[src/source/la_pkg.sv]
package la_pkg;

   // Field widths
   localparam int la_addr_width  = 8;
   localparam int la_data_width  = 8;
   localparam int la_count_width = 16;
   localparam int la_group_width = 3;
   localparam int la_trig_width  = 5;
   localparam int la_chan_count  = 9;
   localparam int la_word_width  = 2 * la_chan_count;  // Two samples per channel

   typedef logic [la_addr_width-1:0]  la_addr_t;
   typedef logic [la_data_width-1:0]  la_data_t;
   typedef logic [la_count_width-1:0] la_count_t;
   typedef logic [la_group_width-1:0] la_group_t;
   typedef logic [la_trig_width-1:0]  la_trig_sel_t;
   typedef logic [la_chan_count-1:0]  la_chan_t;
   typedef logic [la_word_width-1:0]  la_fifo_word_t;

   // Register map
   localparam la_addr_t la_addr_group      = 8'd0;
   localparam la_addr_t la_addr_status     = 8'd1;
   localparam la_addr_t la_addr_trig_src   = 8'd2;
   localparam la_addr_t la_addr_depth      = 8'd3;  // 16 bits, byte lanes
   localparam la_addr_t la_addr_downsample = 8'd4;  // 16 bits, byte lanes
   localparam la_addr_t la_addr_arm        = 8'd5;
   localparam la_addr_t la_addr_manual     = 8'd6;

   // Capture groups
   localparam la_group_t la_grp_pins   = 3'd0;
   localparam la_group_t la_grp_userio = 3'd1;
   localparam la_group_t la_grp_debug  = 3'd2;

   // Trigger sources
   localparam la_trig_sel_t la_trig_ext         = 5'd0;
   localparam la_trig_sel_t la_trig_dbg0        = 5'd1;
   localparam la_trig_sel_t la_trig_dbg1        = 5'd2;
   localparam la_trig_sel_t la_trig_userio_base = 5'd8;  // 8..15 pick userio[0..7]
   localparam int           la_trig_invert_bit  = 4;

   // Reset values of the configuration registers
   localparam la_group_t    la_group_default = la_grp_pins;
   localparam la_trig_sel_t la_trig_default  = la_trig_ext;
   localparam la_count_t    la_count_default = '0;

   // Shown on every unused group code
   localparam la_chan_t la_test_pattern = 9'b1_0101_0101;

endpackage

[src/source/la_capture_ctrl.sv]
`timescale 1ns/1ps

module la_capture_ctrl (
   input  logic              observer_clk,
   input  logic              reset,
   input  logic              capture_go,
   input  la_pkg::la_count_t capture_depth,
   input  la_pkg::la_count_t downsample,
   output logic              capturing,
   output logic              sample_en,
   output logic              fifo_wr
);

   la_pkg::la_count_t ds_count;      // Downsample divider
   logic              ds_tick;
   la_pkg::la_count_t sample_count;  // Samples taken so far
   logic              pair;          // High once the first of a pair is in

   // Divider restarts with every capture so the first sample lands at a fixed offset
   always_ff @(posedge observer_clk) begin
      if (reset || capture_go) begin
         ds_count <= '0;
         ds_tick  <= 1'b0;
      end else if (ds_count == downsample) begin
         ds_count <= '0;
         ds_tick  <= 1'b1;
      end else begin
         ds_count <= ds_count + 1'b1;
         ds_tick  <= 1'b0;
      end
   end

   assign sample_en = capturing & ds_tick;

   always_ff @(posedge observer_clk) begin
      if (reset) begin
         capturing    <= 1'b0;
         sample_count <= '0;
         pair         <= 1'b0;
         fifo_wr      <= 1'b0;
      end else if (capture_go) begin
         capturing    <= 1'b1;
         sample_count <= '0;
         pair         <= 1'b0;
         fifo_wr      <= 1'b0;
      end else if (sample_en) begin
         pair         <= ~pair;
         fifo_wr      <= pair;  // Word is complete after the second sample
         sample_count <= sample_count + 1'b1;
         if (sample_count == capture_depth - 16'd1)
            capturing <= 1'b0;  // Last sample
      end else begin
         fifo_wr <= 1'b0;
      end
   end

endmodule

[src/source/la_reg_decode.sv]
`timescale 1ns/1ps

module la_reg_decode #(
   parameter int bytecnt_width = 7
) (
   input  logic                     observer_clk,
   input  logic                     reset,
   input  la_pkg::la_addr_t         reg_address,
   input  logic [bytecnt_width-1:0] reg_bytecnt,
   input  la_pkg::la_data_t         reg_datai,
   output la_pkg::la_data_t         reg_datao,
   input  logic                     reg_read,
   input  logic                     reg_write,
   input  logic                     capturing,
   input  logic                     armed,
   input  logic                     capture_go,
   input  logic                     fifo_empty,
   output la_pkg::la_group_t        group_sel,
   output la_pkg::la_trig_sel_t     trig_sel,
   output la_pkg::la_count_t        capture_depth,
   output la_pkg::la_count_t        downsample,
   output logic                     manual_capture,
   output logic                     arm,
   output logic                     fifo_flush
);

   localparam int lane_count = 2;  // Byte lanes in a 16-bit register
   localparam int group_pad  = la_pkg::la_data_width - la_pkg::la_group_width;
   localparam int trig_pad   = la_pkg::la_data_width - la_pkg::la_trig_width;

   logic lane;
   logic lane_valid;

   assign lane       = reg_bytecnt[0];
   assign lane_valid = int'(reg_bytecnt) < lane_count;  // Higher byte counts are ignored

   // Configuration registers
   always_ff @(posedge observer_clk) begin
      if (reset) begin
         group_sel      <= la_pkg::la_group_default;
         trig_sel       <= la_pkg::la_trig_default;
         capture_depth  <= la_pkg::la_count_default;
         downsample     <= la_pkg::la_count_default;
         manual_capture <= 1'b0;
      end else if (reg_write) begin
         case (reg_address)
            la_pkg::la_addr_group:
               group_sel <= reg_datai[la_pkg::la_group_width-1:0];
            la_pkg::la_addr_trig_src:
               trig_sel <= reg_datai[la_pkg::la_trig_width-1:0];
            la_pkg::la_addr_depth: begin
               if (lane_valid)
                  capture_depth[8*lane +: 8] <= reg_datai;
            end
            la_pkg::la_addr_downsample: begin
               if (lane_valid)
                  downsample[8*lane +: 8] <= reg_datai;
            end
            la_pkg::la_addr_manual:
               manual_capture <= reg_datai[0];
            default: ;
         endcase
      end
   end

   // Arm stays set until the trigger fires
   always_ff @(posedge observer_clk) begin
      if (reset) begin
         arm <= 1'b0;
      end else if (reg_write && (reg_address == la_pkg::la_addr_arm)) begin
         arm <= reg_datai[0];
      end else if (capture_go) begin
         arm <= 1'b0;
      end
   end

   // Flush request raised by arming, dropped once the FIFO reports empty
   always_ff @(posedge observer_clk) begin
      if (reset) begin
         fifo_flush <= 1'b0;
      end else if (fifo_empty) begin
         fifo_flush <= 1'b0;
      end else if (arm && !fifo_flush) begin
         fifo_flush <= 1'b1;
      end
   end

   // Readback
   always_comb begin
      reg_datao = '0;
      if (reg_read) begin
         case (reg_address)
            la_pkg::la_addr_group:
               reg_datao = {{group_pad{1'b0}}, group_sel};
            la_pkg::la_addr_status:
               reg_datao = {6'b0, armed, capturing};
            la_pkg::la_addr_trig_src:
               reg_datao = {{trig_pad{1'b0}}, trig_sel};
            la_pkg::la_addr_depth:
               reg_datao = lane_valid ? capture_depth[8*lane +: 8] : 8'h00;
            la_pkg::la_addr_downsample:
               reg_datao = lane_valid ? downsample[8*lane +: 8] : 8'h00;
            la_pkg::la_addr_arm:
               reg_datao = {7'b0, arm};
            la_pkg::la_addr_manual:
               reg_datao = {7'b0, manual_capture};
            default:
               reg_datao = '0;  // Unmapped
         endcase
      end
   end

endmodule

[src/source/la_sample_pack.sv]
`timescale 1ns/1ps

module la_sample_pack (
   input  logic                  observer_clk,
   input  logic                  reset,
   input  la_pkg::la_group_t     group_sel,
   input  logic                  sample_en,
   input  la_pkg::la_chan_t      pins,
   input  logic [7:0]            userio,
   input  logic                  userio_clk,
   input  la_pkg::la_chan_t      debug_bus,
   output la_pkg::la_fifo_word_t fifo_wr_data
);

   la_pkg::la_chan_t src_q;   // Selected group, registered
   la_pkg::la_chan_t newer;
   la_pkg::la_chan_t older;

   always_ff @(posedge observer_clk) begin
      case (group_sel)
         la_pkg::la_grp_pins:   src_q <= pins;
         la_pkg::la_grp_userio: src_q <= {userio_clk, userio};  // Clock on channel 8
         la_pkg::la_grp_debug:  src_q <= debug_bus;
         default:               src_q <= la_pkg::la_test_pattern;
      endcase
   end

   // Two-deep history per channel
   always_ff @(posedge observer_clk) begin
      if (reset) begin
         newer <= '0;
         older <= '0;
      end else if (sample_en) begin
         older <= newer;
         newer <= src_q;
      end
   end

   // Interleave so each channel owns two adjacent bits
   always_comb begin
      for (int n = 0; n < la_pkg::la_chan_count; n++) begin
         fifo_wr_data[2*n+1] = older[n];
         fifo_wr_data[2*n]   = newer[n];
      end
   end

endmodule

[src/source/la_top.sv]
`timescale 1ns/1ps

module la_top #(
   parameter int bytecnt_width = 7
) (
   input  logic                     observer_clk,
   input  logic                     reset,
   input  la_pkg::la_addr_t         reg_address,
   input  logic [bytecnt_width-1:0] reg_bytecnt,
   input  la_pkg::la_data_t         reg_datai,
   output la_pkg::la_data_t         reg_datao,
   input  logic                     reg_read,
   input  logic                     reg_write,
   input  la_pkg::la_chan_t         pins,
   input  logic [7:0]               userio,
   input  logic                     userio_clk,
   input  la_pkg::la_chan_t         debug_bus,
   input  logic                     ext_trigger,
   output logic                     fifo_wr,
   output la_pkg::la_fifo_word_t    fifo_wr_data,
   output logic                     fifo_flush,
   input  logic                     fifo_empty
);

   la_pkg::la_group_t    group_sel;
   la_pkg::la_trig_sel_t trig_sel;
   la_pkg::la_count_t    capture_depth;
   la_pkg::la_count_t    downsample;
   logic                 manual_capture;
   logic                 arm;
   logic                 armed;
   logic                 capture_go;
   logic                 capturing;
   logic                 sample_en;

   la_reg_decode #(
      .bytecnt_width (bytecnt_width)
   ) decode_i (
      .observer_clk   (observer_clk),
      .reset          (reset),
      .reg_address    (reg_address),
      .reg_bytecnt    (reg_bytecnt),
      .reg_datai      (reg_datai),
      .reg_datao      (reg_datao),
      .reg_read       (reg_read),
      .reg_write      (reg_write),
      .capturing      (capturing),
      .armed          (armed),
      .capture_go     (capture_go),
      .fifo_empty     (fifo_empty),
      .group_sel      (group_sel),
      .trig_sel       (trig_sel),
      .capture_depth  (capture_depth),
      .downsample     (downsample),
      .manual_capture (manual_capture),
      .arm            (arm),
      .fifo_flush     (fifo_flush)
   );

   la_trigger trigger_i (
      .observer_clk   (observer_clk),
      .reset          (reset),
      .trig_sel       (trig_sel),
      .manual_capture (manual_capture),
      .arm            (arm),
      .capturing      (capturing),
      .ext_trigger    (ext_trigger),
      .debug_bus      (debug_bus),
      .userio         (userio),
      .capture_go     (capture_go),
      .armed          (armed)
   );

   la_capture_ctrl execute_i (
      .observer_clk  (observer_clk),
      .reset         (reset),
      .capture_go    (capture_go),
      .capture_depth (capture_depth),
      .downsample    (downsample),
      .capturing     (capturing),
      .sample_en     (sample_en),
      .fifo_wr       (fifo_wr)
   );

   la_sample_pack result_i (
      .observer_clk (observer_clk),
      .reset        (reset),
      .group_sel    (group_sel),
      .sample_en    (sample_en),
      .pins         (pins),
      .userio       (userio),
      .userio_clk   (userio_clk),
      .debug_bus    (debug_bus),
      .fifo_wr_data (fifo_wr_data)
   );

endmodule

[src/source/la_trigger.sv]
`timescale 1ns/1ps

module la_trigger (
   input  logic                 observer_clk,
   input  logic                 reset,
   input  la_pkg::la_trig_sel_t trig_sel,
   input  logic                 manual_capture,
   input  logic                 arm,
   input  logic                 capturing,
   input  logic                 ext_trigger,
   input  la_pkg::la_chan_t     debug_bus,
   input  logic [7:0]           userio,
   output logic                 capture_go,
   output logic                 armed
);

   logic       trig_src;
   logic       trig_async;
   logic [1:0] trig_sync;  // Pins may be asynchronous to observer_clk
   logic       trig_d;
   logic       arm_d;

   // Source select
   always_comb begin
      trig_src = 1'b0;
      if (trig_sel[3:0] >= la_pkg::la_trig_userio_base[3:0]) begin
         // Bit 4 flips polarity so a falling userio edge can trigger
         trig_src = userio[trig_sel[2:0]] ^ trig_sel[la_pkg::la_trig_invert_bit];
      end else begin
         case (trig_sel)
            la_pkg::la_trig_ext:  trig_src = ext_trigger;
            la_pkg::la_trig_dbg0: trig_src = debug_bus[0];
            la_pkg::la_trig_dbg1: trig_src = debug_bus[1];
            default:              trig_src = 1'b0;
         endcase
      end
   end

   assign trig_async = trig_src | manual_capture;

   always_ff @(posedge observer_clk) begin
      if (reset) begin
         trig_sync  <= 2'b00;
         trig_d     <= 1'b0;
         capture_go <= 1'b0;
      end else begin
         trig_sync <= {trig_sync[0], trig_async};
         trig_d    <= trig_sync[1];
         // Rising edge only, and never on top of a running capture
         capture_go <= trig_sync[1] & ~trig_d & armed & ~capturing;
      end
   end

   // Armed flag follows the arm register's rising edge
   always_ff @(posedge observer_clk) begin
      if (reset) begin
         arm_d <= 1'b0;
         armed <= 1'b0;
      end else begin
         arm_d <= arm;
         if (capturing)
            armed <= 1'b0;
         else if (arm && !arm_d)
            armed <= 1'b1;
      end
   end

endmodule

[config.mk]
export PLATFORM = sky130hd
export DESIGN_NAME = la_top
export DESIGN_NICKNAME = d
export VERILOG_FILES = /design/src/source/la_pkg.sv /design/src/source/la_capture_ctrl.sv /design/src/source/la_reg_decode.sv /design/src/source/la_sample_pack.sv /design/src/source/la_top.sv /design/src/source/la_trigger.sv
export SDC_FILE = /design/constraint.sdc
export NUM_CORES = 1
export LEC_CHECK = 0
export BUFFER_PORTS_ARGS = -buffer_cell sky130_fd_sc_hd__buf_2
export CORE_MARGIN = 2
export CORE_UTILIZATION = 40
export DETAILED_ROUTE_END_ITERATION = 10
export SLEW_MARGIN = 5
export SYNTH_ARGS = -nofsm -noshare
export SYNTH_HDL_FRONTEND = slang
export SYNTH_SLANG_ARGS = --single-unit
[constraint.sdc]
create_clock -name observer_clk -period 2.7 [get_ports observer_clk]
set_input_delay 0.135 -clock observer_clk [delete_from_list [all_inputs] [get_ports observer_clk]]
set_output_delay 0.135 -clock observer_clk [all_outputs]
set_load 0.02 [all_outputs]
# Word level (Yosys, flattened, before mapping)
# Cells that the tools add are included.
[word_totals]
register_bits = 112
latchBits = 0
mem_bits_rw = 0
romBits = 0
in_bits = 56
out_inout_bits = 28
word_cells = 94
memories = 0
[op_classes]
addsub = 4
mul = 0
n_div = 0
magnitude_cmp = 3
n_eq_ne = 12
shift = 4
muxes = 17
bitwise_logic = 10
n_reduce_logical = 23
[ops]
columns = ["operator", "count"]
rows = [
  ["8-bit case mux with 7 select lines", 1],
  ["4-bit negator with 34-bit output", 1],
  ["8-bit by 34-bit variable shift with 16-bit output (first input constant)", 1],
  ["8-bit by 34-bit variable part select with 16-bit output", 1],
  ["16-bit by 1-bit adder with 16-bit output (second input constant)", 2],
  ["16-bit bitwise mux", 2],
  ["16-bit equality test", 2],
  ["16-bit by 5-bit variable part select with 8-bit output", 2],
  ["9-bit case mux with 3 select lines", 1],
  ["8-bit by 3-bit equality test with 1-bit output (second input constant)", 3],
  ["8-bit 2-to-1 mux", 3],
  ["8-bit by 2-bit equality test with 1-bit output (second input constant)", 2],
  ["16-bit by 1-bit subtractor with 16-bit output (second input constant)", 1],
  ["8-bit by 1-bit equality test with 1-bit output (second input constant)", 1],
  ["8-bit logical NOT", 1],
  ["1-bit 2-to-1 mux", 8],
  ["2-bit AND reduction", 4],
  ["2-bit OR reduction", 4],
  ["7-bit by 2-bit < comparator with 1-bit output (second input constant)", 1],
  ["3-bit AND reduction", 2],
  ["2-bit nonzero test", 3],
  ["5-bit by 1-bit equality test with 1-bit output (second input constant)", 1],
  ["5-bit by 2-bit equality test with 1-bit output (second input constant)", 1],
  ["5-bit logical NOT", 1],
  ["15 further kinds", 24],
]

# Logic depth before layout (Yosys ltp)
# Gate-level depths: netlist of the first run.
[logic_depth]
ltp_word = 5
depth_mapped = 8
depth_no_buf = 7

# Cells and area by module
# Synthesis of the first run repeated with hierarchy kept, for this count alone.
[hier_totals]
cells_unflattened = 629
area_unflattened_um2 = 5818.1
[modules_own_cells]
columns = ["module", "n_inst", "cells_each", "area_per_inst_um2", "seq_area_each_um2"]
rows = [
  ["la_capture_ctrl", 1, 276, 2225.9, 720.7],
  ["la_reg_decode", 1, 224, 2208.4, 860.8],
  ["la_sample_pack", 1, 103, 1092.3, 540.5],
  ["la_trigger", 1, 26, 291.5, 120.1],
]

# Worst setup path before layout of the first run
# OpenSTA, ideal clock, no wires.
[synth_path]
path_kind = "in2reg"
start = "in reg_address[3]"
end = "reg decode_i.capture_depth[0]"
setup_ns = 0.128
t_arrival_ns = 1.806
t_required_ns = 2.572
path_slack_ns = 0.767
path_stages = 6
n_path_buf = 0
cell_sequence = "or4_4 nor3_4 nand3_4 nor3_4 mux2i_1 nor2_1"
[synth_between]
elab_chain_cells = 2
[synth_rtl]
columns = ["element", "line_no", "rtl"]
rows = [
  ["start, declared", "la_top.sv:8", "input la_pkg::la_addr_t reg_address,"],
  ["8-bit by 2-bit equality test with 1-bit output", "la_reg_decode.sv:46", "case (reg_address)"],
  ["3-bit AND reduction (no line)", "--", ""],
  ["end signal, assigned", "la_reg_decode.sv:42", "capture_depth <= la_pkg::la_count_default;"],
  ["end signal, assigned by index", "la_reg_decode.sv:53", "capture_depth[8*lane +: 8] <= reg_datai;"],
  ["end, declared", "la_reg_decode.sv:20", "output la_pkg::la_count_t capture_depth,"],
]
# Every way passes these cells.
# A chain may end at the register's enable or synchronous reset.

# Worst setup path after layout of the first run
[layout_path]
start = "in reg_address[3]"
end = "out reg_datao[1]"
[layout_between]
elab_chain_cells = 3
elab_cells_between_ends = 9
classes_between = "6 x eq/ne; 2 x mux; 1 x reduce/logical"
[layout_rtl]
columns = ["element", "line_no", "rtl"]
rows = [
  ["8-bit by 3-bit equality test with 1-bit output (tied with other cells)", "la_reg_decode.sv:92", "case (reg_address)"],
  ["8-bit case mux with 7 select lines (*)", "la_reg_decode.sv:92", ""],
  ["8-bit 2-to-1 mux (*)", "la_reg_decode.sv:91", "if (reg_read) begin"],
  ["end, declared", "la_top.sv:11", "output la_pkg::la_data_t reg_datao,"],
]
# Every way passes the cells marked *; elsewhere a longest branch is shown, timed or not.

==> results of run 1 <==
-- worst paths after layout --
kind	startpoint	to	depth (start not counted)
max	reg_address[3]	reg_datao[1]	7
min	userio_clk	result_i.src_q[8]	3
max reg2reg	decode_i.capture_depth[0]	execute_i.capturing	7
min reg2reg	result_i.src_q[2]	result_i.newer[2]	2
-- cells in the final DEF (no fill, tap or decap), drive strengths merged, types with 3 or more instances in the layout --
cell / n
nor4: 9
nand4: 9
a31oi: 3
and3: 13
ha: 3
nor2: 76
o21a: 3
or3: 7
nor2b: 7
inv: 8
nand2b: 8
clkbuf: 10
xor2: 44
dfxtp: 112
o22ai: 14
and2: 5
a21oi: 51
buf: 92
mux2i: 50
mux2: 5
o21ai: 25
nor3: 15
nand2: 82
nand3: 16
xnor2: 17
-- state kept, by name (all words and copies together) (netlist names) --
register / count
trigger_i.trig_d: 1
result_i.src_q: 9
trigger_i.capture_go: 1
decode_i.fifo_flush: 1
result_i.older: 9
decode_i.capture_depth: 16
execute_i.pair: 1
execute_i.sample_count: 16
result_i.newer: 9
decode_i.arm: 1
decode_i.trig_sel: 5
decode_i.manual_capture: 1
trigger_i.armed: 1
trigger_i.arm_d: 1
trigger_i.trig_sync: 2
decode_i.group_sel: 3
execute_i.ds_tick: 1
decode_i.downsample: 16
execute_i.ds_count: 16
execute_i.fifo_wr: 1
execute_i.capturing: 1
-- cells by family after synthesis --
family / Yosys count / synth area share
compound gates: 110 / 0.116
buf+inv: 36 / 0.0251
mux: 57 / 0.111
flops: 112 / 0.413
simple gates: 256 / 0.230
fa+ha+maj: 3 / 0.00691
xor+xnor: 61 / 0.0984
-- through the flow --
step,total power [mW],setup slack (ps),hold WS (ps),instances
after floorplan,1.76,767,212,635
after CTS,3.20,510,10.5,890
after global placement,1.83,442,297,873
after global routing,3.28,385,26.7,890
after detailed placement,1.83,360,307,873
final,3.16,474,24.6,890
-- worst reg2reg max path: stages, from the launching register on --
cell	delay, ps
dfxtp_1	380
inv_1	80
ha_1	320
nand3_1	230
o32ai_1	420
nand4_1	120
nor4_1	190
a31oi_1	130
-- where the power goes --
part / total [mW] / internal (mW) / leakage [nW] / switching (mW)
clock network: 1.36 / 0.735 / 0.143 / 0.630
registers: 1.66 / 1.66 / 0.906 / 0.00276
logic: 0.134 / 0.0554 / 1.51 / 0.0784
total: 3.16 / 2.45 / 2.56 / 0.711
-- area by class of cell --
cell class	count	area, µm²	area share
inverter	6	22.5	0.00356
tap	176	220	0.0348
sequential	112	2240	0.354
multi-input combinational	487	3050	0.482
clock buffer	10	229	0.0361
timing repair buffer	93	493	0.0778
clock inverter	6	76.3	0.0120
-- routing by layer --
layer | share of wire | vias up
met5 | 0 | -
met4 | 0.014 | 0
met3 | 0.068 | 14
met2 | 0.44 | 163
met1 | 0.48 | 2243
li1 | - | 2357
==> flow_summary.toml, run 1 <==
[outcome]
outcome = "finished clean"

[setup_path]
crit_buf_inv = 2
endpoint_kind = "output port"
crit_top_cell = "buf_2"
max_stage_delay_ps = 570
crit_fanout = 18
path_delay_family = "simple AND/OR/NAND/NOR gates"
critPathRequiredTime_ps = 2570
crit_path_cell_trace = "buf_2, or4_4, nor3_4, nand3_4, o22ai_1, a32o_1, buf_2"
crit_path_top_delay_cell = "or4_4"
critPathKind = "primary input to output port"
r2r_slack_ps = 700
worstPathArrival_ps = 2090
crit_path_start_kind = "primary input"

[cts]
clk_pin_slew_ps = 70
cts_resized = 0
clock_path_buffers = 2
hold_buffers = 1
clk_latency_ps = 360
numCtsBuffers = 9
cts_tree = "done"
clock-root-buffer = "clkbuf_16"
numClockSinks = 112
cts-htree-levels = 3
post_cts_buffers = 0

[sta]
tightest_slew_ps = 602
timing.fmax_mhz = 449
rsz0062_at_grt = "no"
period_minus_slack_ps = 2230
hold_violations = 0
fin_tns_setup_ps = 0
max-slew-margin-rel = 0.599
period_share = 0.824
skew_ps = 6.33
setup_viol = 0
maxSlewViolCount = 0

[finish]
fin_util = 0.478
drive_above_1_share = 0.174
diodes = 0
design_area_um2 = 6330
area_growth_pct = 16.7
num-fill-cells = 1320
fin_nets = 768

[logic_synthesis]
synthesis.nets = 694
synthTopCellsByArea = "dfxtp_1 41%, mux2i_1 9.2%, xor2_1 7.1%"
post-synth-top-count-cell = "dfxtp_1"
synthArstFlopShare = 0
ys_types = 49
yosys_warnings = 0
synth_top_cell_by_area = "dfxtp_1"
ys_seq_area_frac = 0.413
avgSynthCellArea_um2 = 8.55
ys.flop_type = "dfxtp_1"
syn-cell-area_um2 = 5430
synth-seq-cells = 112
synth_top_area_frac = 0.413
synth_edf_count = 0
synthTopCellsByCount = "112 x dfxtp_1, 81 x nand2_1, 76 x nor2_1"
postSynthCellCount = 635

[floorplan]
ios = 84
rows = 42
coreArea_um2 = 13200
die_w_um = 121
die-area_um2 = 14500
initial_core_util = 0.410
die_h_um = 121

[routing]
dr_total_vias = 4777
totalWireLength_mm = 13.3
wl_per_cell_um = 15.0
firstDrtPassIters = 5
initialDrtViolationCount = 311
drtAntennaViolNets = 0
drc = 0
via_per_inst = 5.37

[place]
placed_cell_area_um2 = 6020
gp_congestion = 0.844
port_buffers = 83
hpwl_mm = 10.0

[grt]
grt_util_met3 = 0.0429
grt_busiest_layer = "met2"
antenna_found_initial = 0
grt_pass1_wl_mm = 22.0
overflow = 0
grt_pass1_vias = 4388
grt_use_met1 = 0.274
grtUsageMet2 = 0.285
grt_use_total = 0.190
grt_max_degree = 37

[power_and_ir_drop]
p_leak_nw = 2.56
peakVddDrop_uv = 345
p_per_area_nw_per_um2 = 499

[job]
drv_cap = 0

[worst_hold_path]
hp-class = "primary input to register"
(Power assumes the default switching activity.)
==> run 2: changes to the inputs <==
- ABC_AREA: not set -> 1
- clock period: 2.7 -> 1.95 ns (I/O delays scaled with it)
==> flow_summary.toml, run 2 <==
[power_and_ir_drop]
sw_frac_of_total = 0.226
p_switching_mw = 1.05
p_int_mw = 3.58
seqPwrFrac = 0.498
peakVddDrop_uv = 401
pwr-share-comb = 0.051
p_leak_nw = 3.10
p_per_area_nw_per_um2 = 652
pwr-share-clk = 0.451

[floorplan]
die-area_um2 = 15800
coreArea_um2 = 14500
die_h_um = 126
initial_core_util = 0.408
die_w_um = 126
rows = 44
ios = 84

[grt]
grt_use_total = 0.193
antenna_found_initial = 0
grt_use_met1 = 0.264
grt_busiest_layer = "met2"
grt_util_met3 = 0.0361
grt_pass1_vias = 5190
overflow = 0
grtUsageMet2 = 0.311
grt_pass1_wl_mm = 25.1
grt_max_degree = 27

[setup_path]
critPathRequiredTime_ps = 2200
worstRegToRegCells = 13
crit_path_start_kind = "register"
critPathKind = "register to register"
crit_fanout = 6
worstPathArrival_ps = 2050
endpoint_kind = "register"

[logic_synthesis]
synthesis.nets = 880
synth_top_cell_by_area = "dfxtp_1"
post-synth-top-count-cell = "nand2_1"
yosys_warnings = 0
synth_edf_count = 0
synth_top_area_frac = 0.378
synthArstFlopShare = 0
postSynthCellCount = 821
synthTopCellsByCount = "145 x nand2_1, 132 x nor2_1, 112 x dfxtp_1"
ys.flop_type = "dfxtp_1"
syn-cell-area_um2 = 5930
ys_seq_area_frac = 0.378
ys_types = 53
synth-seq-cells = 112
avgSynthCellArea_um2 = 7.22
synthTopCellsByArea = "dfxtp_1 38%, nand2_1 9.2%, nor2_1 8.4%"

[job]
drv_cap = 0

[place]
gp_congestion = 0.877
post-place-ws_ps = 176
placedCellCount = 1079
port_buffers = 83
hpwl_mm = 11.2

[sta]
hold_violations = 0
timing.fmax_mhz = 555
period_minus_slack_ps = 1800
maxSlewViolCount = 0
skew_ps = 9.84
setup_viol = 0
setup_slack_ps = 147
period_share = 0.925
max-slew-margin-rel = 0.698
tightest_slew_ps = 452

[cts]
clk_latency_ps = 360
cts-htree-levels = 3
numClockSinks = 112
cts_tree = "done"
clock-root-buffer = "clkbuf_16"
clock_path_buffers = 2
numCtsBuffers = 9
clk_pin_slew_ps = 80
post_cts_buffers = 0

[finish]
diodes = 0
ff_latch_area_um2 = 2240
layout_commonest_cell = "nand2_1"
stdcell_count = 1113
area_growth_pct = 19.7
fin_nets = 983
multi_input_area_um2 = 3190
num-fill-cells = 1508
drive_above_1_share = 0.198
mostFrequentLayoutCells = "144 x nand2_1, 130 x nor2_1, 112 x dfxtp_1, 95 x inv_1, 83 x buf_2"

[routing]
firstDrtPassIters = 5
drc = 0
dr_total_vias = 5474
initialDrtViolationCount = 250
via_per_inst = 4.92
drtAntennaViolNets = 0
totalWireLength_mm = 14.9
wl_per_cell_um = 13.4

[worst_hold_path]
min_path_cells = 3
hp-class = "primary input to register"

[outcome]
outcome = "finished clean"
run 2: cell types whose count changed in the layout (fill, tap and decap cells not counted), sizes merged, moves of 10 or more:
cell,change
a21oi,+10
dlygate4sd3,+17
o21ai,+42
inv,+95
nor2,+70
and3,-10
a211oi,+16
mux2i,-50
nand2,+72
xor2,-22
nand3,+24
run 2: area by class of cell:
class / count / share of cell area
Clock buffer: 10 / 0.0337
Clock inverter: 6 / 0.0139
Inverter: 103 / 0.0548
Multi-Input combinational cell: 584 / 0.450
Sequential cell: 112 / 0.316
Tap cell: 184 / 0.0324
Timing Repair Buffer: 114 / 0.0995
run 2: power groups by stage:
| stage | combinational [mW] | clock, mW | sequential, mW |
|---|---|---|---|
| after floorplan | 0.0977 | 0 | 2.36 |
| after global placement | 0.209 | 0 | 2.36 |
| after detailed placement | 0.209 | 0 | 2.36 |
| after CTS | 0.237 | 2.14 | 2.31 |
| after global routing | 0.264 | 2.22 | 2.31 |
| final | 0.238 | 2.09 | 2.31 |
run 2: what timing repair did:
action | CTS | global route
hold buffers | 18 | 0
endpoints found under the hold margin | 10 | 0
setup endpoints to repair | 0 | 1
gates resized for setup | 0 | 4
run 2: cells by family (layout without fill, tap and decap cells):
kind of cell	count (synthesis)	count (layout)	synth area share
simple gates	382	382	0.311
buf+inv	125	233	0.0853
fa+ha+maj	3	3	0.00633
flops	112	112	0.378
xor+xnor	33	33	0.0488
compound gates	166	166	0.170
run 2: critical path: stages, from the launching register on:
cell and delay (ps):
dfxtp_1 310, inv_1 150, ha_2 240, nand2_2 110, nor2_2 150, nand2_1 70, nand2_1 50, nand2_1 60
nor2_1 130, nand2_1 60, nor2_1 130, nand3_1 110, nand2_1 70, a21oi_1 50
run 2: metrics by stage:
| step | cell area (µm²) | hold slack [ps] | util | power (mW) | TNS (ps) |
|---|---|---|---|---|---|
| after floorplan | 5930 | 174 | - | 2.46 | 0 |
| after global placement | 6570 | 268 | 0.452 | 2.57 | 0 |
| after detailed placement | 6570 | 279 | 0.452 | 2.57 | 0 |
| after CTS | 7090 | 28.4 | 0.488 | 4.68 | 0 |
| after global routing | 7100 | 44.7 | 0.488 | 4.79 | -6.80 |
| final | 7100 | 40.6 | 0.488 | 4.63 | 0 |
run 2: final timing paths:
kind / start / to / slack (ps)
worst max-delay path: decode_i.capture_depth[0] / execute_i.capturing / 150
worst min register to register: trigger_i.trig_sync[0] / trigger_i.trig_sync[1] / 400
worst min-delay path: reg_write / decode_i.manual_capture / 40
worst max register to register: decode_i.capture_depth[0] / execute_i.capturing / 150
run 2: layer usage:
metal	share of wire	vias up	wire [µm]
met5	0	-	0
met4	0.020	0	304
met3	0.043	22	646
met2	0.46	120	6810
met1	0.48	2461	7180
li1	-	2871	-
==> run 3: changes to the inputs <==
- CORE_UTILIZATION: 40 -> 50
- PLACE_DENSITY: not set -> 0.74
==> flow_summary.toml, run 3 (synthesis gave the netlist of run 2 again) <==
[grt]
overflow = 0
grt_use_total = 0.235
grt_max_degree = 27
antenna_found_initial = 0
grt_pass1_vias = 5069
grt_pass1_wl_mm = 24.2

[floorplan]
die_h_um = 113
rows = 39
initial_core_util = 0.515
coreArea_um2 = 11500
ios = 84
die_w_um = 113
die-area_um2 = 12700

[cts]
cts_tree = "done"
cts-htree-levels = 3
clock-root-buffer = "clkbuf_16"
clk_pin_slew_ps = 70
numCtsBuffers = 9
numClockSinks = 112
clk_latency_ps = 360
clock_path_buffers = 2

[finish]
ff_latch_area_um2 = 2240
fin_nets = 981
design_area_um2 = 7010
multi_input_area_um2 = 3190
mostFrequentLayoutCells = "144 x nand2_1, 130 x nor2_1, 112 x dfxtp_1, 95 x inv_1, 83 x buf_2"
drive_above_1_share = 0.194
diodes = 0
num-fill-cells = 1052
area_growth_pct = 18.2
layout_commonest_cell = "nand2_1"

[sta]
max-slew-margin-rel = 0.657
tightest_slew_ps = 513
skew_ps = 10.8
hold_violations = 0
period_minus_slack_ps = 1820
maxSlewViolCount = 0
setup_slack_ps = 131
period_share = 0.933
timing.fmax_mhz = 550
whs_ps = 36.7
setup_viol = 0

[routing]
wl_per_cell_um = 13.6
via_per_inst = 5.15
firstDrtPassIters = 8
drtAntennaViolNets = 0
dr_total_vias = 5506
drc = 1
initialDrtViolationCount = 347
totalWireLength_mm = 14.5

[power_and_ir_drop]
p_leak_nw = 3.08
peakVddDrop_uv = 687
p_per_area_nw_per_um2 = 637

[worst_hold_path]
min_path_cells = 3
hp-class = "primary input to register"

[setup_path]
worstRegToRegCells = 11
critPathKind = "register to register"
crit_fanout = 6
critPathRequiredTime_ps = 2180
endpoint_kind = "register"
crit_path_start_kind = "register"
worstPathArrival_ps = 2050

[place]
placed_cell_area_um2 = 6510
post-place-ws_ps = 191
hpwl_mm = 10.6
gp_congestion = 0.938
port_buffers = 83

[outcome]
outcome = "complete, but fails checks"
violations = "design-rule violations"

[job]
drv_cap = 0
run 3: cell types whose count changed in the layout (fill, tap and decap cells not counted), sizes merged:
cell	change
clkinvlp	+1
bufinv	-1
clkinv	-1
buf	-2
run 3: layer usage:
metal  global-route usage  vias to the layer above  routed length [µm]
met4               0.0715                        0                 314
met3               0.0578                       28                 766
met5                    0                        -                   0
met2                0.382                      160                6820
li1                     -                     2865                   -
met1                0.311                     2453                6620
run 3: critical path, stage by stage, from the launching register on:
cell,delay (ps)
dfxtp_1,310
inv_1,140
ha_1,250
nand2_2,140
o21ai_0,280
nand2_1,100
nand2_1,80
nand3_1,80
nor2_1,90
nand3_1,90
nand2_1,70
a21oi_1,60
run 3: layout make-up:
| cell class | instances | share of cell area |
|---|---|---|
| clock buffers | 10 | 0.0341 |
| clock inverters | 5 | 0.00929 |
| inverters | 103 | 0.0555 |
| multi-input cells | 584 | 0.455 |
| flip-flops and latches | 112 | 0.320 |
| well taps | 143 | 0.0255 |
| repair buffers | 112 | 0.100 |
run 3: final timing paths:
path | slack (ps) | endpoint | startpoint
worst max-delay path | 130 | execute_i.capturing | decode_i.capture_depth[0]
worst min-delay path | 40 | result_i.src_q[7] | debug_bus[7]
worst max register to register | 130 | execute_i.capturing | decode_i.capture_depth[0]
worst min register to register | 390 | trigger_i.capture_go | trigger_i.trig_d
run 3: timing repair:
action	CTS	global route
endpoints found under the setup margin	0	1
gates resized for setup	0	3
hold endpoints to repair	10	0
buffers inserted	0	0
hold buffers	18	0
run 3: power by group:
part / internal [mW] / switching (mW) / leakage (nW)
logic: 0.101 / 0.138 / 2.03
registers: 2.30 / 0.00549 / 0.906
clock network: 1.04 / 0.877 / 0.143
run 3: per-stage QoR:
step	util	TNS, ps	power [mW]	std cells
3_3_place_gp	0.566	0	2.56	1036
3_5_place_dp	0.566	0	2.57	1036
6_report	0.608	0	4.46	1069
2_1_floorplan	-	0	2.46	821
4_1_cts	0.608	0	4.49	1069
5_1_grt	0.608	-80.0	4.62	1069
